File: src/design/dpram.sv
// ==========================================================================
// dual-port RAM
// one synchronous write port and one registered read port
// ==========================================================================

`timescale 1ns/1ps

module dpram #(
    parameter int BITS = 16,
    parameter int SIZE = 256
) (
    input  logic                    ck,
    input  logic                    we,
    input  logic [$clog2(SIZE)-1:0] waddr,
    input  logic [BITS-1:0]         wdata,
    input  logic [$clog2(SIZE)-1:0] raddr,
    output logic [BITS-1:0]         rdata
);

    logic [BITS-1:0] mem [SIZE];

    // same-address read during a write sees the old word
    always_ff @(posedge ck) begin
        if (we) begin
            mem[waddr] <= wdata;
        end
        rdata <= mem[raddr];
    end

endmodule

File: config.mk
export PLATFORM = sky130hd
export DESIGN_NAME = dpram
export DESIGN_NICKNAME = d
export VERILOG_FILES = /design/src/design/dpram.sv
export SDC_FILE = /design/constraint.sdc
export NUM_CORES = 2
export LEC_CHECK = 0
export ABC_CLOCK_PERIOD_IN_PS = 4500
export BUFFER_PORTS_ARGS = -buffer_cell sky130_fd_sc_hd__buf_2
export CORE_MARGIN = 2
export CORE_UTILIZATION = 30
export CTS_CLUSTER_DIAMETER = 60
export DETAILED_ROUTE_END_ITERATION = 8
export GPL_TIMING_DRIVEN = 0
export SLEW_MARGIN = 5
export SYNTH_ARGS = -nofsm -noshare
export SYNTH_HDL_FRONTEND = slang
export SYNTH_SLANG_ARGS = --single-unit
export TNS_END_PERCENT = 10
File: constraint.sdc
create_clock -name ck -period 4.5 [get_ports ck]
set_clock_uncertainty 0.15 [all_clocks]
set_input_delay 0.9 -clock ck [delete_from_list [all_inputs] [get_ports ck]]
set_output_delay 0.9 -clock ck [all_outputs]
set_load 0.03 [all_outputs]
# Yosys cells after proc, flatten, opt, wreduce, memory -nomap -nowiden
# Memories as Yosys holds them, arrays and structs flattened. A register that Yosys moved wholly into a read port is not among the register bits.
# Cells that the tools add are included.
dict set report word_totals {
  regBits 0
  ram_bits 4096
  wordCells 3
  mem_count 1
}
dict set report classes {
  mux 2
}
# name words width read_ports rd_clocked_by_memory_dff wr line
set memory_table {}
lappend memory_table {mem 256 16 1 1 1 20} ;# logic [BITS-1:0] mem [SIZE];
# operator n
set ops {}
lappend ops {{$mux 1} 2}

# Logic depth before layout (Yosys ltp)
dict set report logic_depth {
  word_depth 2
  depth_mapped 12
  mapped_depth_nobuf 6
}

# Worst setup path before layout
# Ideal clock, no wire load.
dict set report synth_path {
  path_type {input port to flip-flop}
  from {input port waddr[3]}
  to {memory mem[235][0], enable pin}
  setup_time_ns 0.388
  t_arrival_ns 2.677
  slack_ns 1.285
  path_stages 6
  path_cell_list {clkbuf_1 > nor2b_1 > clkbuf_1 > nand4_1 > clkbuf_1 > nor2_1}
}
# element line
set synth_lines {}
lappend synth_lines {{start, declared} 14} ;# input logic [$clog2(SIZE)-1:0] waddr,
lappend synth_lines {{end, declared} 20}
# Straight into the memory's write port.

==> metrics.csv <==
metric,value,unit
final worst slack,-372,ps
first-pass GRT wire length,672000,microns
hold slack final,58.8,ps
DRC,0,
mean post-synth cell area,21.6,sq um
Worst Hold Class,input pin to register,
Worst Setup Start Kind,input pin,
die area,535000,sq um
worst-margin pin slew,1470,ps
die extent in y,731,microns
pwr dens,435,nW/um^2
First-pass DRT Iterations,9,
crit path kind,input pin to register,
R2R Path Start,mem[139][9],
leakage,0.0579,uW
adder-cell share of the synthesized area,0,%
Final Cycle Share,108,%
synthesized cell area,159000,sq um
Slew Limit Fails,0,
core area,528000,sq um
WL final,498000,microns
R2R setup slack,980,ps
clk_lat worst skew,1050,ps
failing checks,negative setup slack,
max_cap viols,0,
Slew HR,2.12,%
Final #Nets,8085,
Non-Filler Instances,15403,
CP Max Fanout,10,
total power,81200,uW
root buffer cell,clkbuf_16,
Fillers,48060,
I/O pins,50,
Post-synth top flop,edfxtp_1,
Hold Path Origin,wdata[0],
initial antenna violation count,37,
unrepaired setup endpoints after global routing,yes,
outcome,finished with violations,
CTS tree,built,
DR WL/cell,32.3,microns
TNS Setup,-2840,ps
total nets after synthesis,7394,
postcts setup bufs,0,
Die Wd,731,microns
Synth Area in Compound Gates,3.54,%
Hold Path Stages,1,
Critical Path AT,5570,ps
peak supply drop,0.348,mV
clock buffer depth,4,
Initial Utilization,30.1,%
Final Setup Violations,15,
DP Wirelength,346000,microns
number of synthesized register bits,4112,
r2r endpoint,rdata[9],
vias in the first global route,81200,
top area cells in the synthesized netlist,"edfxtp_1 (77%), mux4_2 (11%), mux2i_1 (3.6%)",
hold path endpoint,mem[95][0],
"commonest non-fill, non-tap cell in the layout",edfxtp_1,
Setup crit end kind,register,
H-tree depth,5,
gpl congestion,0.967,
vias,82959,
largest area contributor in the netlist,edfxtp_1,
total CTS buffers,394,
xor and xnor area share after synthesis,0,%
dominant combinational cell family by area after synthesis,multiplexers,
synthesis warning total,0,
input/output buffers,39,
Clock Sinks,4112,
CP required,5200,ps
GR Overflow Total,0,
layout cells sized above 1,27.9,%
Reg2Reg Depth,6,
Post-Place Cells,14648,
Netlist cell types,52,
post-route minimum period,4870,ps
initial drt markers,13112,
synthesis-to-finish area growth,17.6,%
"Reg clk slew, reported paths",60,ps
gr usage total,18.1,%
Post-synth EDFFs,4096,
DRT antenna net count,0,
routed vias/inst,5.39,
"Seq/Total Area, Yosys",77.7,%
Gate Count Post-Synth,7360,
top cell type's share of synthesized area,77.5,%
simple-gate share of the synthesized area,1.57,%
mux cell area share after synthesis,15.5,%
largest net degree at the start of global routing,145,
most frequent cells in the layout,"edfxtp_1 (4096), mux4_2 (797), mux2i_1 (565), clkbuf_16 (397), nor2_2 (257)",
ys async rst share,0,%
num rows,267,
achievable frequency,205,MHz
Final Hold Viols,0,
Layout Utilization,35.4,%
-- cell type report --
| class | count | area, sq um | area share, % |
|---|---|---|---|
| sequential | 4112 | 123000 | 66.1 |
| timing repair buffer | 295 | 4760 | 2.55 |
| clock inverter | 254 | 3000 | 1.61 |
| antenna | 30 | 75.1 | 0.0402 |
| tap | 6994 | 8750 | 4.69 |
| multi-input combinational | 2792 | 33700 | 18.1 |
| inverter | 4 | 15.0 | 0.00804 |
| buffer | 452 | 2800 | 1.50 |
| clock buffer | 470 | 10300 | 5.50 |
-- power by group --
group / total [uW] / leakage [uW] / switching (uW) / internal [uW]
Combinational: 4780 / 0.0145 / 3330 / 1450
Clock: 34200 / 0.00642 / 14900 / 19300
Sequential: 42300 / 0.0369 / 30.4 / 42200
Total: 81200 / 0.0579 / 18200 / 63000
-- cell families (layout without fill, tap and decap cells) --
kind of cell / after synthesis / in the layout
flops: 4112 / 4112
mux: 1450 / 1450
compound gates: 786 / 786
simple gates: 556 / 556
buf+inv: 456 / 1475
other cells: 0 / 30
-- critical path: stages --
cell	delay (ps)
buf_2	450
nand2b_1	200
buf_2	240
clkbuf_1	790
clkbuf_1	1050
o221ai_1	380
a21oi_1	240
nor3_1	140
nor3_1	890
nor4_4	180
-- registers in the layout, summed over array words and instances (netlist names) --
signal and flops:
mem 4096, rdata 16
-- through the flow --
stage	cell area, sq um	setup WS (ps)
finish	187000	-372
detailed placement	173000	-2750
global route	187000	-77.5
global placement	168000	-3740
floorplan	159000	1290
CTS	187000	-73.7
-- cell usage after synthesis, drive strengths merged (43+ instances only) --
master  instances
o221ai        253
nor2          304
nor3           92
mux2           88
a22oi          43
o22ai         148
clkbuf        230
edfxtp       4096
mux2i         565
mux4          797
a21oi         175
buf           222
-- timing repair --
item                                   in CTS  in global routing
endpoints found under the hold margin       6                  0
gates cloned                                0                  0
hold buffers                                1                  0
setup endpoints to repair                  16                 12
resized for setup                          64                 20
pin swaps                                   2                  0
-- worst max-delay path by stage --
stage / startpoint / end
floorplan: waddr[3] / mem[235][0]
global placement: raddr[2] / rdata[1]
detailed placement: raddr[2] / rdata[0]
CTS: raddr[2] / rdata[6]
global route: raddr[2] / rdata[13]
finish: raddr[2] / rdata[6]
-- routing by layer --
layer	track usage (%)	share of wire, %	up-vias
met1	23.2	37	44115
li1	-	-	32740
met4	9.37	6.1	12
met2	28.2	46	5127
met3	4.71	11	965
met5	0	0.015	-
No activity file was read; power rests on OpenSTA's default activity.
