**src/common/audio_pkg.sv**
```systemverilog
// ==========================================================================
// audio engine shared definitions
// sizes, host bus memory map, sample and stereo types, and the bus and
// RAM write structs used between the register block and the RAMs
// ==========================================================================

package audio_pkg;

    // storage sizes
    localparam int CHANNELS = 8;
    localparam int FRAMES   = 64;
    localparam int CODE     = 256;
    localparam int CHAN_W   = 3;
    localparam int FRAME_W  = 6;
    localparam int CODE_W   = 8;
    localparam int AUDIO    = CHANNELS * FRAMES;
    localparam int AUDIO_W  = 9;

    // window base, compared against addr[31:16]
    localparam logic [15:0] BUS_BASE = 16'h6000;

    // byte offsets inside the window, decoded from addr[12:10]
    localparam logic [15:0] REG_COEF   = 16'h0000;
    localparam logic [15:0] REG_RESULT = 16'h0400;
    localparam logic [15:0] REG_STATUS = 16'h0800;
    localparam logic [15:0] REG_RUN    = 16'h0C00;
    localparam logic [15:0] REG_AUDIO  = 16'h1000;

    // ck cycles per sck half period
    localparam int I2S_DIV = 2;

    typedef logic signed [15:0] sample_t;

    typedef struct packed {
        sample_t left;
        sample_t right;
    } stereo_t;

    typedef struct packed {
        logic        valid;
        logic [3:0]  wstrb;
        logic [31:0] addr;
        logic [31:0] wdata;
    } bus_req_t;

    typedef struct packed {
        logic        ready;
        logic [31:0] rdata;
    } bus_rsp_t;

    // one-cycle write into either RAM
    typedef struct packed {
        logic               we;
        logic [AUDIO_W-1:0] addr;
        logic [31:0]        data;
    } mem_wr_t;

endpackage

```
**src/common/seq_pkg.sv**
```systemverilog
// ==========================================================================
// sequencer definitions
// opcodes, FSM states, the program word layout and the command word
// passed from the sequencer to the MAC unit
// ==========================================================================

package seq_pkg;

    // accumulator width
    localparam int ACC_W = 40;

    // any other encoding is illegal and stops the run with error
    typedef enum logic [3:0] {
        OP_NOP  = 4'h0,
        OP_CLR  = 4'h1,
        OP_MAC  = 4'h2,
        OP_SAVE = 4'h3,
        OP_HALT = 4'h4
    } opcode_t;

    typedef enum logic [2:0] {
        S_IDLE,
        S_FETCH,
        S_DECODE,
        S_EXEC,
        S_DONE
    } seq_state_t;

    // program word, op in bits 31:28 and gain in bits 15:0
    typedef struct packed {
        opcode_t             op;
        logic [2:0]          chan;
        logic [5:0]          offset;
        logic                side;
        logic [1:0]          pad;
        audio_pkg::sample_t  gain;
    } instr_t;

    typedef struct packed {
        logic                clr;
        logic                acc;
        logic                save;
        logic                side;
        audio_pkg::sample_t  gain;
    } mac_cmd_t;

endpackage

```
**src/sequencer/mac_unit.sv**
```systemverilog
// ==========================================================================
// multiply-accumulate unit
// 40-bit signed accumulator of sample times gain, with rounding and
// saturation into the stereo result register on save
// ==========================================================================

`timescale 1ns/1ps

module mac_unit (
    input  logic               ck,
    input  logic               rst,
    input  seq_pkg::mac_cmd_t  mac,
    input  audio_pkg::sample_t sample,
    output audio_pkg::stereo_t result
);

    import audio_pkg::*;
    import seq_pkg::*;

    logic signed [ACC_W-1:0] acc;
    logic signed [31:0]      product;
    logic signed [ACC_W:0]   rounded;
    logic signed [ACC_W:0]   scaled;
    sample_t                 sat;

    assign product = sample * mac.gain;

    // Q15 scaling, half an LSB rounds up
    assign rounded = $signed({acc[ACC_W-1], acc}) + 16384;
    assign scaled  = rounded >>> 15;

    always_comb begin
        if (scaled > 32767) begin
            sat = 16'h7fff;
        end else if (scaled < -32768) begin
            sat = 16'h8000;
        end else begin
            sat = scaled[15:0];
        end
    end

    always_ff @(posedge ck) begin
        if (mac.clr) begin
            acc <= '0;
        end else if (mac.acc) begin
            acc <= acc + product;
        end
    end

    always_ff @(posedge ck) begin
        if (rst) begin
            result <= '0;
        end else if (mac.save) begin
            if (mac.side) begin
                result.right <= sat;
            end else begin
                result.left <= sat;
            end
        end
    end

endmodule

```
**config.mk**
```make
export PLATFORM = sky130hd
export DESIGN_NAME = mac_unit
export DESIGN_NICKNAME = d
export VERILOG_FILES = /design/src/common/audio_pkg.sv /design/src/common/seq_pkg.sv /design/src/sequencer/mac_unit.sv
export SDC_FILE = /design/constraint.sdc
export NUM_CORES = 1
export LEC_CHECK = 0
export ABC_AREA = 1
export BUFFER_PORTS_ARGS = -buffer_cell sky130_fd_sc_hd__buf_4
export CORE_ASPECT_RATIO = 1.75
export CORE_MARGIN = 2
export CORE_UTILIZATION = 55
export CTS_BUF_LIST = sky130_fd_sc_hd__clkbuf_16
export DETAILED_ROUTE_END_ITERATION = 8
export HOLD_SLACK_MARGIN = 0.06
export MAX_ROUTING_LAYER = met4
export PLACE_DENSITY = 0.75
export REMOVE_ABC_BUFFERS = 1
export SETUP_SLACK_MARGIN = 0.3
export SKIP_CTS_REPAIR_TIMING = 1
export SLEW_MARGIN = 5
export SYNTH_ARGS = -nofsm -noshare
export SYNTH_HDL_FRONTEND = slang
export SYNTH_SLANG_ARGS = --single-unit
```
**constraint.sdc**
```tcl
create_clock -name ck -period 9.25 [get_ports ck]
set_clock_uncertainty 0.15 [all_clocks]
set_input_delay 1.85 -clock ck [delete_from_list [all_inputs] [get_ports ck]]
set_output_delay 1.85 -clock ck [all_outputs]
set_load 0.005 [all_outputs]
```
# After elaboration in Yosys (flattened, before gate mapping)
# Index checks and enable logic that the tools add are counted.
# word_totals
reg_bits	72
out_inout_bits	32
input_bits	38
# classes
n_bitwise	1
n_lt_le_gt_ge	2
addsub	2
n_reduce_logical	2
muxes	2
n_mul	1
# ops
op	count
adder 40 x 16 -> 41 bit (second input constant)	1
adder 40 x 32 -> 40 bit	1
multiplier 16 x 16 -> 32 bit	1
2-to-1 mux 16 bit	2
> comparator 26 x 16 -> 1 bit (second input constant)	1
< comparator 26 x 16 -> 1 bit (second input constant)	1
AND reduction 2 bit	2
NOT 1 bit	1

# Longest topological paths before layout
# logic_depth
word_depth	4
ltp_mapped	29
depth_no_buf	27

# Worst setup path after synthesis
# No wires, ideal clock.
# synth_timing
path_kind	input port to flip-flop
start	input port mac[10] in the netlist's numbering
end	register acc[39]
stages	22
setup_slack_ps	1422
n_path_buf	2
t_arrival_ps	7565
setup_time_ps	113
path_cell_list	clkbuf_1 > clkbuf_1 > nand2_1 > fa_1 > fa_1 > fa_1 > fa_1 > inv_1 > fa_1 > inv_1 > fa_1 > inv_1 > ha_1 > nand2_1 > nor2_1 > inv_1 > nor3_1 > nand3_1 > nand3_1 > o21ai_0 > o21ai_1 > inv_1
# synth_between
elab_chain_len	2
# synth_lines
element	line_no	source
start: declaration	mac_unit.sv:12	input seq_pkg::mac_cmd_t mac,
multiplier 16 x 16 -> 32 bit	mac_unit.sv:26	assign product = sample * mac.gain;
adder 40 x 32 -> 40 bit	mac_unit.sv:46	acc <= acc + product;
end signal: assignment	mac_unit.sv:46	
end: declaration	mac_unit.sv:20	logic signed [ACC_W-1:0] acc;
# No other way between the ends.
# A chain may end at the register's enable or synchronous reset.

# Worst setup path in the final report
# layout_timing
start	input port mac[1] in the netlist's numbering
end	register acc[39]
# Same word-level chain as after synthesis.

==> flow_metrics.py <==
metrics = {
    "floorplanning": {
        "io_pins": 70,
        "die_y_um": 235.4,
        "rows": 84,
        "die_w_um": 136.2,
        "coreArea_um2": 30060,
        "die_area_um2": 32060,
        "initial_core_util": 0.5597,
    },
    "status": {
        "status": "finished, final reports clean",
    },
    "logic_synthesis": {
        "synthTopCellsByCount": "inv_1 (659), nand2_1 (474), fa_1 (330), nor2_1 (208), ha_1 (116)",
        "syn_area_um2": 16820,
        "synth-simple-area-share": 0.1935,
        "yosys-mux-area-fraction": 0,
        "synth_area_per_cell_um2": 7.392,
        "synth_enable_flop_cells": 0,
        "synth_seq_area_share": 0.08567,
        "netlist_instances": 2276,
        "synth-seq-cells": 72,
        "synth.most_common_cell": "inv_1",
        "synth_xor_area_frac": 0.02030,
        "ys_warn_count": 0,
        "synth.distinct_cells": 38,
        "async_flop_share": 0,
        "synth-compound-area-share": 0.05362,
        "yosys.area.top_type_share": 0.3927,
        "ys.flop_type": "dfxtp_1",
        "synth_top_cell_by_area": "fa_1",
        "synth_area_leaders": "fa_1 (39%), inv_1 (15%), nand2_1 (11%)",
        "synth_top_family_by_area": "adder cells",
        "synthAdderAreaFrac": 0.4789,
    },
    "global_routing": {
        "grt_pass1_vias": 15281,
        "grtUsageTotal": 0.3211,
        "grt_pass1_wl_um": 77050,
        "grt_overflow_total": 0,
        "antenna_found_initial": 0,
        "grt_max_degree": 45,
    },
    "sta": {
        "fin_tns_setup_ns": 0,
        "setup_viol": 0,
        "fin_crit_sh": 0.8733,
        "hold_viol_final": 0,
        "fin_crit_ns": 8.078,
        "whs_ns": 0.3619,
        "max_freq_ghz": 0.1238,
        "maxSlewViolCount": 0,
        "worst_slack_ns": 1.172,
        "rsz0062_at_grt": "no",
        "worstMarginPinSlew_ns": 1.253,
        "slew_headroom": 0.1635,
    },
    "critical_path": {
        "path_class": "in -> reg",
        "reg2reg_setup_slack_ns": 3.82,
        "crit_chain": "buf_4 > nand2_1 > inv_1 > fa_1 > fa_1 > fa_1 > inv_1 > fa_1 > inv_1 > fa_1 > inv_1 > fa_1 > inv_1 > ha_1 > nand2_1 > nor2_1 > inv_1 > nor3_1 > nand3_1 > nand3_1 > o21ai_0 > o21ai_1 > inv_1",
        "crit_fanout": 16,
        "cp-start-kind": "primary input",
        "cp.arrival_ns": 8.16,
        "r2r_cells": 19,
        "startpoint": "mac[1]",
        "required_ns": 9.33,
        "crit_path_end_kind": "flip-flop",
        "crit_path_max_incr_delay_ns": 0.76,
        "r2r-end": "acc[21]",
        "cp_slowest_cell": "fa_1",
        "path_common_cell": "inv_1",
        "r2r_start": "acc[15]",
    },
    "clock_tree": {
        "cts.sinks": 72,
        "cts-root-buf": "clkbuf_16",
        "htree_levels": 3,
        "insertion_delay_ns": 0.35,
        "tritoncts": "yes",
        "cts-buffers-inserted": 9,
        "clock_path_buffers": 2,
        "clkTransAtPathRegs_ns": 0.06,
    },
    "placed_design": {
        "port_buffers": 69,
        "dp_hpwl_um": 39730,
        "dp_slack_ns": 0.8291,
        "place_area_um2": 17500,
        "finalWeightedCongestion": 1.010,
    },
    "job": {
        "cap_violations": 0,
    },
    "drt": {
        "drt-wirelength-per-cell_um": 17.59,
        "first_iter_violations": 765,
        "final_antenna_net_count": 0,
        "vias": 13932,
        "firstDrtPassIters": 5,
        "drt-total-wl_um": 46870,
        "drc": 0,
        "vias_per_cell": 5.228,
    },
    "worst_hold_path": {
        "min_path_type": "reg -> reg",
        "whs_path_depth": 2,
        "min_from": "acc[2]",
        "hold_path_end": "acc[2]",
    },
    "layout": {
        "antennaDiodeCount": 0,
        "nets": 2757,
        "area_delta_synth_final_pct": 5.934,
        "design_area_um2": 17820,
        "drive_gt1_frac": 0.04917,
    },
}
## logic make-up after synthesis
family | count (synthesis)
DFF | 72
adders and majority gates | 446
AOI/OAI and AO/OA | 168
xor gates and xnor gates | 39
buffers and inverters | 745
and+or+nand+nor | 806
## cell usage in the layout (no fill, tap or decap), types with 9 or more instances in the layout
cell | synthesis | routed
nor3_1 | 11 | 11
clkbuf_16 | 0 | 9
nor2_1 | 208 | 207
xnor2_1 | 14 | 14
a21oi_1 | 67 | 67
dfxtp_1 | 72 | 72
fa_1 | 330 | 330
buf_4 | 0 | 71
xor2_1 | 25 | 25
nand2_2 | 10 | 10
nand2_1 | 474 | 474
ha_1 | 116 | 116
o21ai_0 | 72 | 72
nand3_1 | 80 | 80
inv_1 | 659 | 659
## metrics by stage
step,cells,utilization
floorplan,2191,-
global placement,2649,0.5820
detailed placement,2649,0.5820
CTS,2665,0.5929
global route,2665,0.5929
finish,2665,0.5929
## layout make-up
type	count	area [um2]
clock buffers	9	225.2
clock inverters	7	102.6
fillers	2842	12240
inverters	660	2477
multi-input cells	1459	12560
flip-flops and latches	72	1441
well taps	387	484.2
repair buffers	71	533.0
## state kept, by name, summed over array words and instances (netlist names)
name	flops
acc	40
result	32
## worst max path at each step
stage | slack, ns | cells after the start | end
after floorplan | 1.77 | 22 | acc[39]
after global placement | 0.96 | 23 | acc[39]
after detailed placement | 0.83 | 23 | acc[39]
after CTS | 1.14 | 23 | acc[39]
after global routing | 0.78 | 23 | acc[39]
final | 1.17 | 23 | acc[39]
## per-layer routing
metal / global-route usage / routed length, um / vias to the layer above
li1: - / - / 6531
met1: 0.3290 / 16320 / 6823
met2: 0.5776 / 25250 / 401
met3: 0.02972 / 1729 / 177
met4: 0.1989 / 3578 / 0
met5: - / 0 / -
## critical path: cells and delay by family
kind / cells / cell delay, ns
adder cells (fa/ha/maj): 7 / 4.16
buffers and inverters: 8 / 0.85
AO/OA/AOI/OAI: 2 / 0.25
AND/OR/NAND/NOR: 6 / 1.04
Power is left out: the tool's default activity adds up to more than one toggle a clock period on the data nets, which glitch-free logic cannot reach.
