==> src/common/audio_pkg.sv <==
// ==========================================================================
// audio engine shared definitions
// sizes, host bus memory map, sample and stereo types, and the bus and
// RAM write structs used between the register block and the RAMs
// ==========================================================================

package audio_pkg;

    // storage sizes
    localparam int CHANNELS = 8;
    localparam int FRAMES   = 64;
    localparam int CODE     = 256;
    localparam int CHAN_W   = 3;
    localparam int FRAME_W  = 6;
    localparam int CODE_W   = 8;
    localparam int AUDIO    = CHANNELS * FRAMES;
    localparam int AUDIO_W  = 9;

    // window base, compared against addr[31:16]
    localparam logic [15:0] BUS_BASE = 16'h6000;

    // byte offsets inside the window, decoded from addr[12:10]
    localparam logic [15:0] REG_COEF   = 16'h0000;
    localparam logic [15:0] REG_RESULT = 16'h0400;
    localparam logic [15:0] REG_STATUS = 16'h0800;
    localparam logic [15:0] REG_RUN    = 16'h0C00;
    localparam logic [15:0] REG_AUDIO  = 16'h1000;

    // ck cycles per sck half period
    localparam int I2S_DIV = 2;

    typedef logic signed [15:0] sample_t;

    typedef struct packed {
        sample_t left;
        sample_t right;
    } stereo_t;

    typedef struct packed {
        logic        valid;
        logic [3:0]  wstrb;
        logic [31:0] addr;
        logic [31:0] wdata;
    } bus_req_t;

    typedef struct packed {
        logic        ready;
        logic [31:0] rdata;
    } bus_rsp_t;

    // one-cycle write into either RAM
    typedef struct packed {
        logic               we;
        logic [AUDIO_W-1:0] addr;
        logic [31:0]        data;
    } mem_wr_t;

endpackage

==> src/design/bus_regs.sv <==
// ==========================================================================
// host bus register block
// decodes the peripheral window, answers each request with a single
// ready pulse, holds the frame register, routes RAM writes and reads
// back status, frame and result words
// ==========================================================================

`timescale 1ns/1ps

module bus_regs (
    input  logic                          ck,
    input  logic                          rst,
    input  audio_pkg::bus_req_t           req,
    output audio_pkg::bus_rsp_t           rsp,
    output audio_pkg::mem_wr_t            coef_wr,
    output audio_pkg::mem_wr_t            audio_wr,
    output logic [audio_pkg::FRAME_W-1:0] frame,
    output logic                          run,
    input  logic                          busy,
    input  logic                          done,
    input  logic                          error,
    input  audio_pkg::stereo_t            result
);

    import audio_pkg::*;

    logic               hit;
    logic               accept;
    logic               is_write;
    logic               wr_hit;
    logic               is_coef;
    logic               is_result;
    logic               is_status;
    logic               is_run;
    logic               is_audio;
    logic               ready_q;
    logic [31:0]        rdata_q;
    logic [31:0]        rd_mux;
    logic               coef_we_q;
    logic               audio_we_q;
    logic [AUDIO_W-1:0] wr_addr;
    logic [31:0]        wr_data;

    assign hit      = req.valid && (req.addr[31:16] == BUS_BASE);
    // a request still held during its ready cycle is not taken again
    assign accept   = hit && !ready_q;
    assign is_write = |req.wstrb;
    assign wr_hit   = accept && is_write;

    assign is_coef   = req.addr[12:10] == REG_COEF[12:10];
    assign is_result = req.addr[12:10] == REG_RESULT[12:10];
    assign is_status = req.addr[12:10] == REG_STATUS[12:10];
    assign is_run    = req.addr[12:10] == REG_RUN[12:10];
    // audio spans two 1k blocks
    assign is_audio  = req.addr[12] == REG_AUDIO[12];

    always_comb begin
        rd_mux = '0;
        if (is_status) begin
            if (req.addr[2]) begin
                rd_mux = 32'(frame);
            end else begin
                rd_mux = {29'b0, busy, error, done};
            end
        end else if (is_result) begin
            rd_mux = req.addr[2] ? 32'(result.right) : 32'(result.left);
        end
    end

    always_ff @(posedge ck) begin
        if (rst) begin
            ready_q    <= 1'b0;
            rdata_q    <= '0;
            coef_we_q  <= 1'b0;
            audio_we_q <= 1'b0;
            run        <= 1'b0;
            frame      <= '0;
        end else begin
            ready_q    <= accept;
            // read data only alongside ready
            rdata_q    <= (accept && !is_write) ? rd_mux : '0;
            coef_we_q  <= wr_hit && is_coef;
            audio_we_q <= wr_hit && is_audio;
            run        <= wr_hit && is_run;
            if (wr_hit && is_status && req.addr[2]) begin
                frame <= req.wdata[FRAME_W-1:0];
            end
        end
    end

    // shared write payload
    always_ff @(posedge ck) begin
        if (accept) begin
            wr_addr <= req.addr[AUDIO_W+1:2];
            wr_data <= req.wdata;
        end
    end

    assign coef_wr = '{we: coef_we_q,
                       addr: {{(AUDIO_W-CODE_W){1'b0}}, wr_addr[CODE_W-1:0]},
                       data: wr_data};
    assign audio_wr = '{we: audio_we_q, addr: wr_addr, data: {16'b0, wr_data[15:0]}};

    assign rsp = '{ready: ready_q, rdata: rdata_q};

endmodule

==> config.mk <==
export PLATFORM = sky130hd
export DESIGN_NAME = bus_regs
export DESIGN_NICKNAME = d
export VERILOG_FILES = /design/src/common/audio_pkg.sv /design/src/design/bus_regs.sv
export SDC_FILE = /design/constraint.sdc
export NUM_CORES = 1
export LEC_CHECK = 0
export BUFFER_PORTS_ARGS = -buffer_cell sky130_fd_sc_hd__buf_2
export CAP_MARGIN = 10
export CORE_MARGIN = 3
export CORE_UTILIZATION = 39
export DETAILED_ROUTE_END_ITERATION = 10
export PLACE_DENSITY = 0.91
export RECOVER_POWER = 25
export SYNTH_ARGS = -nofsm -noshare
export SYNTH_HDL_FRONTEND = slang
export SYNTH_SLANG_ARGS = --single-unit
==> constraint.sdc <==
create_clock -name ck -period 6.65 [get_ports ck]
set_input_delay 0.9975 -clock ck [delete_from_list [all_inputs] [get_ports ck]]
set_output_delay 0.9975 -clock ck [all_outputs]
set_load 0.01 [all_outputs]
### Yosys cells after proc, flatten, opt, wreduce, memory -nomap -nowiden

Cells that the tools add are included.

| operators by class | value |
|---|---|
| $add $sub $neg | 0 |
| multipliers | 0 |
| div/mod/pow operators | 0 |
| $lt $le $gt $ge | 0 |
| equal/unequal tests | 4 |
| shift-type cells | 0 |
| muxes and demuxes | 4 |
| bitwise logic cells | 1 |
| reductions and logical operators | 14 |

Operator list:

| operator | count |
|---|---|
| 2-to-1 mux 32 bit | 3 |
| == test 16 x 15 -> 1 bit (second input constant) | 1 |
| logical AND 1 bit | 9 |
| == test 3 x 2 -> 1 bit (second input constant) | 2 |
| 2-to-1 mux 6 bit | 1 |
| OR reduction 4 bit | 1 |
| == test 3 x 1 -> 1 bit (second input constant) | 1 |
| logical NOT 3 bit | 1 |
| logical NOT 1 bit | 2 |
| OR reduction 2 bit | 1 |
| inverter 1 bit | 1 |

| storage, ports and cells | value |
|---|---|
| flip-flop bits (word level) | 83 |
| bits in latches | 0 |
| RAM bits | 0 |
| ROM bits | 0 |
| word-level logic and storage cells | 31 |
| memories kept | 0 |

### Longest topological paths before layout

| depth | value |
|---|---|
| word-level depth | 6 |
| gate-level depth with buffers | 5 |
| gate-level depth less buffers | 4 |

### Worst setup path before layout

Ideal clock, no wire load.

| path | value |
|---|---|
| path type | input to register |
| from | input req[57] (netlist name) |
| to | register wr_addr[0], enable pin |
| library setup time | 490 ps |
| arrival time | 4504 ps |
| required time | 6160 ps |
| slack | 1656 ps |
| stages | 3 |
| cell sequence | nor4b_1 -> nand4_1 -> nor3_1 |

| between the ends | value |
|---|---|
| word-level cells in the longest chain between the ends | 3 |

RTL lines:

| what | line | RTL |
|---|---|---|
| start: declaration | bus_regs.sv:13 | `input audio_pkg::bus_req_t req,` |
| == test 16 x 15 -> 1 bit | bus_regs.sv:44 | `assign hit = req.valid && (req.addr[31:16] == BUS_BASE);` |
| logical AND 1 bit | bus_regs.sv:44 |  |
| logical AND 1 bit | bus_regs.sv:46 | `assign accept = hit && !ready_q;` |
| via accept | bus_regs.sv:28 | `logic accept;` |
| end signal: assignment | bus_regs.sv:94 | `wr_addr <= req.addr[AUDIO_W+1:2];` |
| end: declaration | bus_regs.sv:41 | `logic [AUDIO_W-1:0] wr_addr;` |

The timed path passes the listed nets, and every way through them passes these cells.
A chain may end at the register's enable or synchronous reset.

### Worst setup path after layout

| path | value |
|---|---|
| from | input req[34] (netlist name) |
| to | register frame[4] (netlist name) |

| between the ends | value |
|---|---|
| word-level cells in the longest chain between the ends | 1 |

RTL lines:

| what | line | RTL |
|---|---|---|
| logical AND 1 bit | bus_regs.sv:85 | `if (wr_hit && is_status && req.addr[2]) begin` |
| end signal: assignment | bus_regs.sv:86 | `frame <= req.wdata[FRAME_W-1:0];` |
| end: declaration | bus_regs.sv:17 | `output logic [audio_pkg::FRAME_W-1:0] frame,` |

Every way passes these cells.

==> key figures <==
Timing
  • Hold Fails Final Rpt: 0
  • Fin crit share: 0.4594
  • Worst Max-Slew Pin Slew: 1401 ps
  • Final min period: 3055 ps
  • Final worst setup slack: about 3600 ps
  • Final Max Slew Viols: 0
  • Slew headroom: 0.06593
  • RSZ-0062 raised after global routing: false
  • Setup_tns: 0 ps
  • Max Fclk: ~330 MHz
  • Final setup vio count: 0
  • Worst clock skew: 10.92 ps

Yosys
  • Asr flop ratio synth: 0
  • Synth warnings: 0
  • Synth area leaders: edfxtp_1 (44%), dfxtp_1 (18%), buf_4 (16%)
  • Synth Area per Inst: between 10 and 15 µm²
  • Synth top area share: 0.4360
  • Synth Instances: 218
  • Top cells by count, synth: buf_4 (60), edfxtp_1 (41), dfxtp_1 (26)
  • Cell Area, Synth: approximately 2800 µm²
  • Post-synthesis sequential area ratio: 0.6203
  • Area leader, netlist: edfxtp_1
  • Synth cell types: 30
  • Ys flop type: edfxtp_1
  • Most numerous cell in the Yosys netlist: buf_4
  • Synthesized flop and latch total: 67
  • Post-synth EDFFs: 41

Final layout
  • Area growth syn-to-layout: 34.34%
  • Post-Layout Cell Count: between 400 and 500
  • Final instance area: about 3800 µm²
  • Nets@finish: about 500
  • Antenna cells: 0
  • Fraction of layout cells with a size suffix above 1: 0.5584

Die
  • Starting Density: 0.4089
  • Core area: about 6900 µm²
  • # rows: 30
  • Die X: between 90 and 100 µm
  • Die H: 91.10 µm
  • Io pins: 230
  • Die Footprint: 8298 µm²

Clocking
  • Post-CTS resize count: 0
  • Reg clk slew, reported paths: around 70 ps
  • H-tree Lvls: 3
  • Clock latency on the worst-skew pair: roughly 330 ps
  • Root buffer cell: clkbuf_8
  • Clk sinks: 67
  • # hold bufs at CTS: 0
  • Longest Clk Path Bufs: 2
  • CTS tree: done
  • Post-CTS setup-driven buffer insertion count: 0
  • Num CTS Buffers: 9

Global route
  • Pin count of the biggest net entering global routing: 39
  • Initial antenna violation count: 0
  • Overflow after GRT: 0
  • First-pass GRT wire length: ~12000 µm
  • Vias in the first global route: 2282
  • GRT Total Usage: 0.1833

Min path
  • Min-delay worst type: flop to flop

Detailed routing
  • WL per Instance: about 16 µm
  • Initial DRC count: 73
  • Post-route ant nets: 0
  • Drt first pass iters: 4
  • Vias post-DR: 2245
  • DR vias/cell: 4.582
  • Final wirelength: slightly below 8000 µm
  • DR DRC count: 0

Setup path
  • Worst EP required: roughly 6900 ps
  • CP max FO: 24
  • Crit-path max cell delay: between 900 and 1000 ps
  • Worst path cell trace: clkbuf_1 > or4bb_1 > or4_4 > o21ai_1 > a21oi_1
  • Startpoint types: input port
  • Crit Path Category: input port to flop
  • Worst Path Arrival: approximately 3300 ps
  • CP endpoint kind: flop
  • Critical path's slowest cell: clkbuf_1

Placement
  • Buffers on Ports: ~210
  • Inst Count DP: 474
  • Gpl congestion: roughly 0.76
  • Post-DP HPWL: 6341 µm
  • Post-DP Area: around 3600 µm²
  • Dpl ws: 3546 ps

Power and ir drop
  • Worst vdd ir: 0.0001391 V
  • Leakage power: 1.747 nW
  • Power density cells: around 240 nW/µm²

Outcome
  • Status: complete, no violations

Job
  • Max_cap viols: 0
==> metal layers <==
layer  vias to the layer above  wire length (µm)  share of wire  track usage
met2                       126              4307           0.55       0.3440
met4                         0               164          0.021      0.05905
li1                       1051                 -              -            -
met5                         -                 0              0            0
met1                      1049              2678           0.34       0.1884
met3                        19               708          0.090      0.06379
==> final cells by class <==
type | instances | area (µm²)
clock inverter | 6 | 113.9
multi-input combinational | 102 | 653.1
timing repair buffer | 208 | 1023
tap | 96 | 120.1
sequential | 67 | 1752
fill | 643 | 3113
inverter | 1 | 3.754
clock buffer | 10 | 127.6
==> cell families (layout without fill, tap and decap cells) <==
| logic type | count (synthesis) | count (layout) | synth area share |
|---|---|---|---|
| buffers and inverters | 65 | 225 | 0.1715 |
| AND/OR/NAND/NOR | 48 | 48 | 0.1023 |
| AO/OA/AOI/OAI | 21 | 21 | 0.04519 |
| other | 1 | 17 | 0.001328 |
| multiplexers | 16 | 16 | 0.05937 |
| flip-flops | 67 | 67 | 0.6203 |
==> layout by cell type (no fill, tap or decap), drive strengths merged <==
cell,synthesis,routed
nor4b,1,1
a22o,3,3
clkbuf,0,26
inv,1,1
nor2,17,17
bufinv,0,3
nor3,2,2
a21oi,9,9
conb,1,17
nand4,8,8
and4,1,1
nand3b,4,4
edfxtp,41,41
o21ai,6,6
nor4,4,4
clkinvlp,0,2
mux2,6,6
nand3,2,2
dfxtp,26,26
or4bb,1,1
nor3b,2,2
or4,3,3
clkinv,0,1
mux2i,10,10
nand2,3,3
a22oi,3,3
buf,63,192
==> sequential cells by signal (all words and copies together) (netlist names) <==
signal / flops
wr_addr: 9
audio_we_q: 1
run: 1
rdata_q: 16
coef_we_q: 1
ready_q: 1
wr_data: 32
frame: 6
==> stage by stage <==
| stage | util | hold slack (ps) | power (mW) |
|---|---|---|---|
| finish | 0.5493 | 523.6 | 0.8991 |
| global route | 0.5493 | 545.7 | 0.9313 |
| CTS | 0.5522 | 518.5 | 0.9079 |
| detailed placement | 0.5172 | 499.2 | 0.5012 |
| global placement | 0.5172 | 494.7 | 0.4990 |
| floorplan | - | 494.1 | 0.4755 |
==> power by group <==
group	internal [mW]	switching [mW]	leakage, nW
combinational	0.0285	0.0238	1.06
sequential	0.439	0.00000141	0.578
clock	0.250	0.157	0.113
==> critical path: cells and delay by family <==
| family | cells | cell delay (ps) |
|---|---|---|
| and+or+nand+nor | 2 | 1020 |
| buffers and inverters | 1 | 990 |
| AOI/OAI and AO/OA | 2 | 240 |
==> final timing paths <==
kind                  from    endpoint  slack (ps)  depth (start not counted)
setup / recovery   req[34]    frame[4]        3600                          5
hold / removal    frame[3]    frame[3]         520                          2
setup reg to reg   ready_q  wr_data[7]        4670                          3
hold reg to reg   frame[3]    frame[3]         520                          2
(Power assumes the default switching activity.)
