`config.mk`:
```
export PLATFORM = sky130hd
export DESIGN_NAME = sequencer
export DESIGN_NICKNAME = d
export VERILOG_FILES = /design/src/common/audio_pkg.sv /design/src/common/seq_pkg.sv /design/src/sequencer/sequencer.sv
export SDC_FILE = /design/constraint.sdc
export NUM_CORES = 1
export LEC_CHECK = 0
export ABC_AREA = 1
export BUFFER_PORTS_ARGS = -buffer_cell sky130_fd_sc_hd__buf_4
export CAP_MARGIN = 20
export CORE_ASPECT_RATIO = 1.25
export CORE_MARGIN = 3
export CORE_UTILIZATION = 35
export DETAILED_ROUTE_END_ITERATION = 12
export PLACE_DENSITY_LB_ADDON = 0.12
export SLEW_MARGIN = 40
export SYNTH_ARGS = -nofsm -noshare
export SYNTH_HDL_FRONTEND = slang
export SYNTH_SLANG_ARGS = --single-unit
```
`constraint.sdc`:
```
create_clock -name ck -period 5.6 [get_ports ck]
set_input_delay 0.28 -clock ck [delete_from_list [all_inputs] [get_ports ck]]
set_output_delay 0.28 -clock ck [all_outputs]
set_load 0.01 [all_outputs]
```
`src/common/audio_pkg.sv`:
```
// ==========================================================================
// audio engine shared definitions
// sizes, host bus memory map, sample and stereo types, and the bus and
// RAM write structs used between the register block and the RAMs
// ==========================================================================

package audio_pkg;

    // storage sizes
    localparam int CHANNELS = 8;
    localparam int FRAMES   = 64;
    localparam int CODE     = 256;
    localparam int CHAN_W   = 3;
    localparam int FRAME_W  = 6;
    localparam int CODE_W   = 8;
    localparam int AUDIO    = CHANNELS * FRAMES;
    localparam int AUDIO_W  = 9;

    // window base, compared against addr[31:16]
    localparam logic [15:0] BUS_BASE = 16'h6000;

    // byte offsets inside the window, decoded from addr[12:10]
    localparam logic [15:0] REG_COEF   = 16'h0000;
    localparam logic [15:0] REG_RESULT = 16'h0400;
    localparam logic [15:0] REG_STATUS = 16'h0800;
    localparam logic [15:0] REG_RUN    = 16'h0C00;
    localparam logic [15:0] REG_AUDIO  = 16'h1000;

    // ck cycles per sck half period
    localparam int I2S_DIV = 2;

    typedef logic signed [15:0] sample_t;

    typedef struct packed {
        sample_t left;
        sample_t right;
    } stereo_t;

    typedef struct packed {
        logic        valid;
        logic [3:0]  wstrb;
        logic [31:0] addr;
        logic [31:0] wdata;
    } bus_req_t;

    typedef struct packed {
        logic        ready;
        logic [31:0] rdata;
    } bus_rsp_t;

    // one-cycle write into either RAM
    typedef struct packed {
        logic               we;
        logic [AUDIO_W-1:0] addr;
        logic [31:0]        data;
    } mem_wr_t;

endpackage

```
`src/common/seq_pkg.sv`:
```
// ==========================================================================
// sequencer definitions
// opcodes, FSM states, the program word layout and the command word
// passed from the sequencer to the MAC unit
// ==========================================================================

package seq_pkg;

    // accumulator width
    localparam int ACC_W = 40;

    // any other encoding is illegal and stops the run with error
    typedef enum logic [3:0] {
        OP_NOP  = 4'h0,
        OP_CLR  = 4'h1,
        OP_MAC  = 4'h2,
        OP_SAVE = 4'h3,
        OP_HALT = 4'h4
    } opcode_t;

    typedef enum logic [2:0] {
        S_IDLE,
        S_FETCH,
        S_DECODE,
        S_EXEC,
        S_DONE
    } seq_state_t;

    // program word, op in bits 31:28 and gain in bits 15:0
    typedef struct packed {
        opcode_t             op;
        logic [2:0]          chan;
        logic [5:0]          offset;
        logic                side;
        logic [1:0]          pad;
        audio_pkg::sample_t  gain;
    } instr_t;

    typedef struct packed {
        logic                clr;
        logic                acc;
        logic                save;
        logic                side;
        audio_pkg::sample_t  gain;
    } mac_cmd_t;

endpackage

```
`src/sequencer/sequencer.sv`:
```
// ==========================================================================
// program sequencer
// fetches program words, decodes them, addresses the sample RAM and
// issues clear, accumulate and save commands to the MAC unit
// ==========================================================================

`timescale 1ns/1ps

module sequencer (
    input  logic                          ck,
    input  logic                          rst,
    input  logic                          run,
    input  logic [audio_pkg::FRAME_W-1:0] frame,
    output logic [audio_pkg::CODE_W-1:0]  coef_raddr,
    input  logic [31:0]                   coef_rdata,
    output logic [audio_pkg::AUDIO_W-1:0] audio_raddr,
    output seq_pkg::mac_cmd_t             mac,
    output logic                          busy,
    output logic                          done,
    output logic                          error
);

    import audio_pkg::*;
    import seq_pkg::*;

    seq_state_t         state;
    logic [CODE_W-1:0]  pc;
    logic               fetch_wait;
    instr_t             instr;
    logic [FRAME_W-1:0] src_frame;

    assign coef_raddr = pc;

    // frames back from the current one, wrapping modulo 64
    assign src_frame   = frame - instr.offset;
    assign audio_raddr = {instr.chan, src_frame};

    // second fetch cycle has the program word
    always_ff @(posedge ck) begin
        if (state == S_FETCH && fetch_wait) begin
            instr <= instr_t'(coef_rdata);
        end
    end

    always_ff @(posedge ck) begin
        if (rst) begin
            state      <= S_IDLE;
            pc         <= '0;
            fetch_wait <= 1'b0;
            busy       <= 1'b0;
            done       <= 1'b0;
            error      <= 1'b0;
            mac        <= '0;
        end else begin
            mac <= '0;
            case (state)
                S_IDLE, S_DONE: begin
                    if (run) begin
                        state      <= S_FETCH;
                        pc         <= '0;
                        fetch_wait <= 1'b0;
                        busy       <= 1'b1;
                        done       <= 1'b0;
                        error      <= 1'b0;
                        mac.clr    <= 1'b1;
                    end
                end
                S_FETCH: begin
                    fetch_wait <= ~fetch_wait;
                    if (fetch_wait) begin
                        state <= S_DECODE;
                    end
                end
                S_DECODE: begin
                    // command lands together with the sample
                    mac.side <= instr.side;
                    mac.gain <= instr.gain;
                    state    <= S_EXEC;
                    case (instr.op)
                        OP_NOP: ;
                        OP_CLR:  mac.clr  <= 1'b1;
                        OP_MAC:  mac.acc  <= 1'b1;
                        OP_SAVE: mac.save <= 1'b1;
                        OP_HALT: begin
                            done  <= 1'b1;
                            busy  <= 1'b0;
                            state <= S_DONE;
                        end
                        default: begin
                            error <= 1'b1;
                            busy  <= 1'b0;
                            state <= S_DONE;
                        end
                    endcase
                end
                S_EXEC: begin
                    // wraps past the last word
                    pc    <= pc + 1'b1;
                    state <= S_FETCH;
                end
                default: state <= S_IDLE;
            endcase
        end
    end

endmodule

```
[After elaboration in Yosys (flattened, before gate mapping)]
Cells that the tools add are included.
Word-level totals
  bits in registers: 65
  bits of input ports: 41
  logic and storage cells: 69
  output and inout port bits: 40
Cells by class
  add/subtract/negate cells: 2
  reduce and logical (&&, ||, !) cells: 16
  equality and inequality tests: 13
  mux-type cells: 20
  bitwise logic cells: 2
Operators by type and width (number)
  case mux 8 bit (2 select lines): 1
  case mux 3 bit (4 select lines): 1
  case mux 1 bit (2 select lines): 5
  2-to-1 mux 1 bit: 9
  2-to-1 mux 3 bit: 3
  AND reduction 3 bit: 3
  adder 8 x 1 -> 8 bit (second input constant): 1
  equality test 4 x 2 -> 1 bit (second input constant): 2
  2-to-1 mux 8 bit: 1
  inequality test 2 bit (second input constant): 4
  equality test 3 x 2 -> 1 bit (second input constant): 2
  AND reduction 2 bit: 3
  nonzero test 2 bit: 3
  subtractor 6 bit: 1
  OR reduction 5 bit: 1
  equality test 4 x 1 -> 1 bit (second input constant): 1
  equality test 4 x 3 -> 1 bit (second input constant): 1
  logical NOT 4 bit: 1
  OR reduction 2 bit: 2
  OR reduction 4 bit: 1
  equality test 3 x 1 -> 1 bit (second input constant): 1
  equality test 3 bit (second input constant): 1
  logical NOT 3 bit: 1
  inequality test 2 x 1 -> 1 bit (second input constant): 1
  other kinds (2): 3

[Depth between registers and ports, before layout]
  depth after elaboration: 4
  depth in mapped cells: 8
  gate-level depth less buffers: 8

[Least setup slack after synthesis]
OpenSTA, ideal clock, no wires.
  path kind: reg2reg
  from: register state[0]
  to: register instr (netlist bit audio_raddr[6]) (enable)
  library setup time: 0.492 ns
  clock period less this slack: 3.933 ns
  stages on the path, launching flop included: 3
  setup slack: 1.667 ns
  path buffers: 0
  arrival: 3.441 ns
  cell sequence: dfxtp_1 inv_2 nor4_1
On the way
  longest elaborated chain between the ends: 2
Ends and longest elaborated chain
  start: declaration: RTL line sequencer.sv:26  | seq_state_t state;
  start signal: assignment: RTL line sequencer.sv:47  | state <= S_IDLE;
  start signal: assignment: RTL line sequencer.sv:59  | state <= S_FETCH;
  start signal: assignment: RTL line sequencer.sv:71  | state <= S_DECODE;
  equality test 3 x 1 -> 1 bit: RTL line sequencer.sv:40  | if (state == S_FETCH && fetch_wait) begin
  logical AND 1 bit: RTL line sequencer.sv:40
  end signal: assignment: RTL line sequencer.sv:41  | instr <= instr_t'(coef_rdata);
  end: declaration: RTL line sequencer.sv:29  | instr_t instr;
No other way between the ends.
A chain may end at the register's enable or synchronous reset.

[Final worst setup path]
  from: register instr[19] (netlist bit)
  to: output audio_raddr[4] (netlist bit)
On the way
  longest elaborated chain between the ends: 1
Ends and longest elaborated chain
  subtractor 6 bit: RTL line sequencer.sv:35  | assign src_frame = frame - instr.offset;
  end: declaration: RTL line sequencer.sv:16  | output logic [audio_pkg::AUDIO_W-1:0] audio_raddr,
No other way between the ends.

==> summary by stage <==
Outcome
The flow ran to the end, and the final reports show no timing, DRC or antenna violations.

Pwr
The leakage power is between 1.5 and 2 nW. For this design the total switching power over the nets is 319 uW. The largest vdd supply drop is 0.187 mV.

The proportion of power drawn by the clock network is 33.5%. The power density relative to cell area is around 340 nW/um^2. The switching part of the total is about 28%. Sequential cells burn about half of the power. The post-route total power is between 1 and 1.5 mW. Combinational logic is responsible for about 18% of the overall power. The internal power of the cells totals 833 uW.

Timing
The clock arrives with ~0.012 ns of skew. After layout, the worst path uses 38.4% of the clock period. Setup repair after global routing left no endpoint under its margin. Setup violations remaining at the end of the flow were counted as 0. For the final routed database, the setup TNS stands at 0 ns.

The final hold violation count is 0. The worst pin sits at a relative slew slack of roughly 74%. The transition at the pin with the smallest max-transition slack is between 0.3 and 0.4 ns.

The post-layout minimum cycle time is roughly 2.2 ns. The max-slew violation count is 0. The maximum achievable frequency is 0.465 GHz.

GRT
The via count of the first global-routing pass came to roughly 1,800. The initial antenna violation count is 0. The remaining global-route overflow is 0.

The global-route wire length before repair is between 7000 and 8000 um. Entering global routing, the biggest net connects 31 pins. Global routing consumed, over all layers together, roughly an eighth of the routing resources.

Detailed routing
The final routed wirelength across all metal layers is around 5000 um. In this run, the number of DRC markers left after iteration 0 of detailed routing was 56. Dividing the detail-routed via count by the number of cells gives approximately 4.4. The detailed router placed about 1,900 vias in this run. In the routed design, unresolved DRC markers number 0. The routed wire length per instance is around 12 um. The detailed-routing iteration count for the pre-antenna-repair pass is 4.

The number of antenna-violating nets in the routed design is 0.

Cells and area
The number of antenna diodes in the final layout is 0. The utilization after layout is between 40% and 50%. The layout overhead on the synthesized area is 35.2%. The fraction of layout instances using a drive strength above 1 is a little under a third. Once layout is done, the placed cells without fillers occupy 3360 um^2. After the last flow step, the layout net total stands at 380.

Clock network
The clock passes through at most 2 buffers. The post-CTS setup buffer count is 0. The clock insertion delay at the later pin of the skew report is ~0.33 ns. Gates resized during post-CTS repair numbered 0. The clock tree synthesis step divided the H-tree into 3 levels.

The CTS tree is yes. After clock tree synthesis, the flow added hold-fix buffers numbering 0. The number of clock buffers added by TritonCTS is 9.

The tree built by TritonCTS fans out to 65 sinks. Clock-pin slew was measured on the worst setup and hold paths at roughly 0.08 ns. The cell sitting at the root of the clock tree is a sky130_fd_sc_hd__clkbuf_8.

Setup path
STA puts the critical path data arrival time at about 1.9 ns. The element type at the critical path end is an output port. The worst setup path is of the flip-flop to output port kind. The maximum fanout encountered on the critical timing path is 2.

The data required time at the worst endpoint is 5.32 ns. The critical path launch point type is a flip-flop.

Floorplan
The die is ~100 um tall. The starting utilization of the core area is ~37%. The I/O pin total is 81. The core area is slightly below 7000 um^2. The floorplan step defined a die boundary enclosing between 8000 and 9000 um^2. The number of cell rows is 33. The floorplan step set the die width to roughly 80 um.

Synth
The synthesized area per cell is around 10 um^2. The number of distinct library cell variants in the gate-level netlist after synthesis is 24. Of the synthesized area, sequential elements account for about 64%. In this run, synthesis produced a sequential element count of between 60 and 70. The cell area after synthesis is about 2500 um^2. The most used flip-flop cell after synthesis is sky130_fd_sc_hd__dfxtp_1. Sorting the synthesized cells by how often they occur yields sky130_fd_sc_hd__inv_1 (43), sky130_fd_sc_hd__nand2_1 (38), sky130_fd_sc_hd__dfxtp_1 (35), sky130_fd_sc_hd__nor2_1 (34), sky130_fd_sc_hd__edfxtp_1 (30).

The synthesized design devotes to its leading area cell type a little over a third of total area. The share of flip-flops with an asynchronous set or reset is 0%. The number of enable-type register cells in the synthesized netlist is 30.

The dominant cell by count in the synthesized netlist is sky130_fd_sc_hd__inv_1. The largest area contributor in the netlist is sky130_fd_sc_hd__edfxtp_1. The gate count after technology mapping is 246.

The total nets after synthesis is 294. The count of warnings emitted by yosys is 0. Yosys attributes the largest share of cell area to sky130_fd_sc_hd__edfxtp_1 (36%), sky130_fd_sc_hd__dfxtp_1 (28%), sky130_fd_sc_hd__inv_1 (6.5%), sky130_fd_sc_hd__nand2_1 (5.7%), sky130_fd_sc_hd__nor2_1 (5.1%).

Min path
The worst hold path belongs to the class primary input to flip-flop.

Placed design
Once placement finished, the instance area stood at around 3200 um^2. The placed wire-length estimate is between 3000 and 4000 um. The congestion estimate from routability-driven global placement came to 0.809. The total of buffers placed on input and output ports is 78.

Run
The number of maximum-capacitance violations is 0.
registers in the layout, summed over array words and instances (netlist names):
signal and count:
done 1, state 3, mac 20, busy 1, instr 27, audio_raddr 3, coef_raddr 8, error 1
fetch_wait 1
cell families (layout without fill, tap and decap cells):
| family | after synthesis | count (layout) | synth area share (%) |
|---|---|---|---|
| buffers and inverters | 49 | 140 | 8.01 |
| xor gates and xnor gates | 4 | 4 | 1.41 |
| and+or+nand+nor | 99 | 99 | 17.6 |
| DFF | 65 | 65 | 64.5 |
| AOI/OAI and AO/OA | 22 | 22 | 4.73 |
| adders and majority gates | 7 | 7 | 3.83 |
worst paths after layout:
| check | slack (ns) | to | depth (start not counted) | from |
|---|---|---|---|---|
| worst max-delay path | 3.45 | audio_raddr[4] | 5 | instr[19] |
| worst max register to register | 4.03 | instr[28] | 3 | state[0] |
| worst min-delay path | 0.12 | instr[9] | 1 | coef_rdata[9] |
| worst min register to register | 0.46 | mac[13] | 2 | instr[13] |
power groups by stage:
stage,Combinational (mW),Sequential [mW],Clock (mW)
floorplan,0.117,0.576,0
global placement,0.203,0.571,0
CTS,0.206,0.563,0.400
finish,0.202,0.563,0.386
global route,0.228,0.567,0.426
detailed placement,0.205,0.574,0
critical path, stage by stage, from the launching register on:
cell                       delay [ns]
sky130_fd_sc_hd__edfxtp_1        0.38
sky130_fd_sc_hd__ha_1            0.22
sky130_fd_sc_hd__fa_1            0.41
sky130_fd_sc_hd__o21ai_0         0.23
sky130_fd_sc_hd__xor2_1          0.17
sky130_fd_sc_hd__buf_4           0.14
metrics by stage:
step	cells	hold WS, ns	setup WS (ns)
3_5_place_dp	408	0.452	3.75
5_1_grt	424	0.0896	3.33
4_1_cts	424	0.100	3.40
6_report	424	0.120	3.45
3_3_place_gp	408	0.442	3.77
2_1_floorplan	246	0.342	1.67
metal layers:
metal	part of all wire (%)	up-vias	GRT usage [%]
li1	-	960	-
met1	40	836	14.2
met2	51	54	22.6
met3	8.1	5	4.67
met4	1.2	0	5.07
met5	0	-	0
area by class of cell:
type,instances,area [um^2]
Inverter,45,169
Sequential cell,65,1600
Multi-Input combinational cell,132,691
Fill cell,654,3370
Clock inverter,6,68.8
Clock buffer,10,128
Timing Repair Buffer,79,593
Tap cell,87,109
cell usage in the layout, fill, tap and decap left out, types with 2 or more instances in the layout:
cell,Yosys,final
sky130_fd_sc_hd__inv_1,43,43
sky130_fd_sc_hd__dfxtp_1,35,35
sky130_fd_sc_hd__ha_1,6,6
sky130_fd_sc_hd__nand4_1,4,4
sky130_fd_sc_hd__nand2_2,3,3
sky130_fd_sc_hd__inv_2,2,2
sky130_fd_sc_hd__a21oi_1,13,13
sky130_fd_sc_hd__edfxtp_1,30,30
sky130_fd_sc_hd__nor2_1,34,34
sky130_fd_sc_hd__buf_4,4,79
sky130_fd_sc_hd__clkinv_4,0,3
sky130_fd_sc_hd__nand2_1,38,38
sky130_fd_sc_hd__nor4_1,3,2
sky130_fd_sc_hd__clkbuf_8,0,9
sky130_fd_sc_hd__xnor2_1,3,3
sky130_fd_sc_hd__nor3_1,2,2
sky130_fd_sc_hd__nor2_4,2,2
sky130_fd_sc_hd__nand3_1,11,11
sky130_fd_sc_hd__o21ai_0,6,6
(Power assumes the default switching activity.)
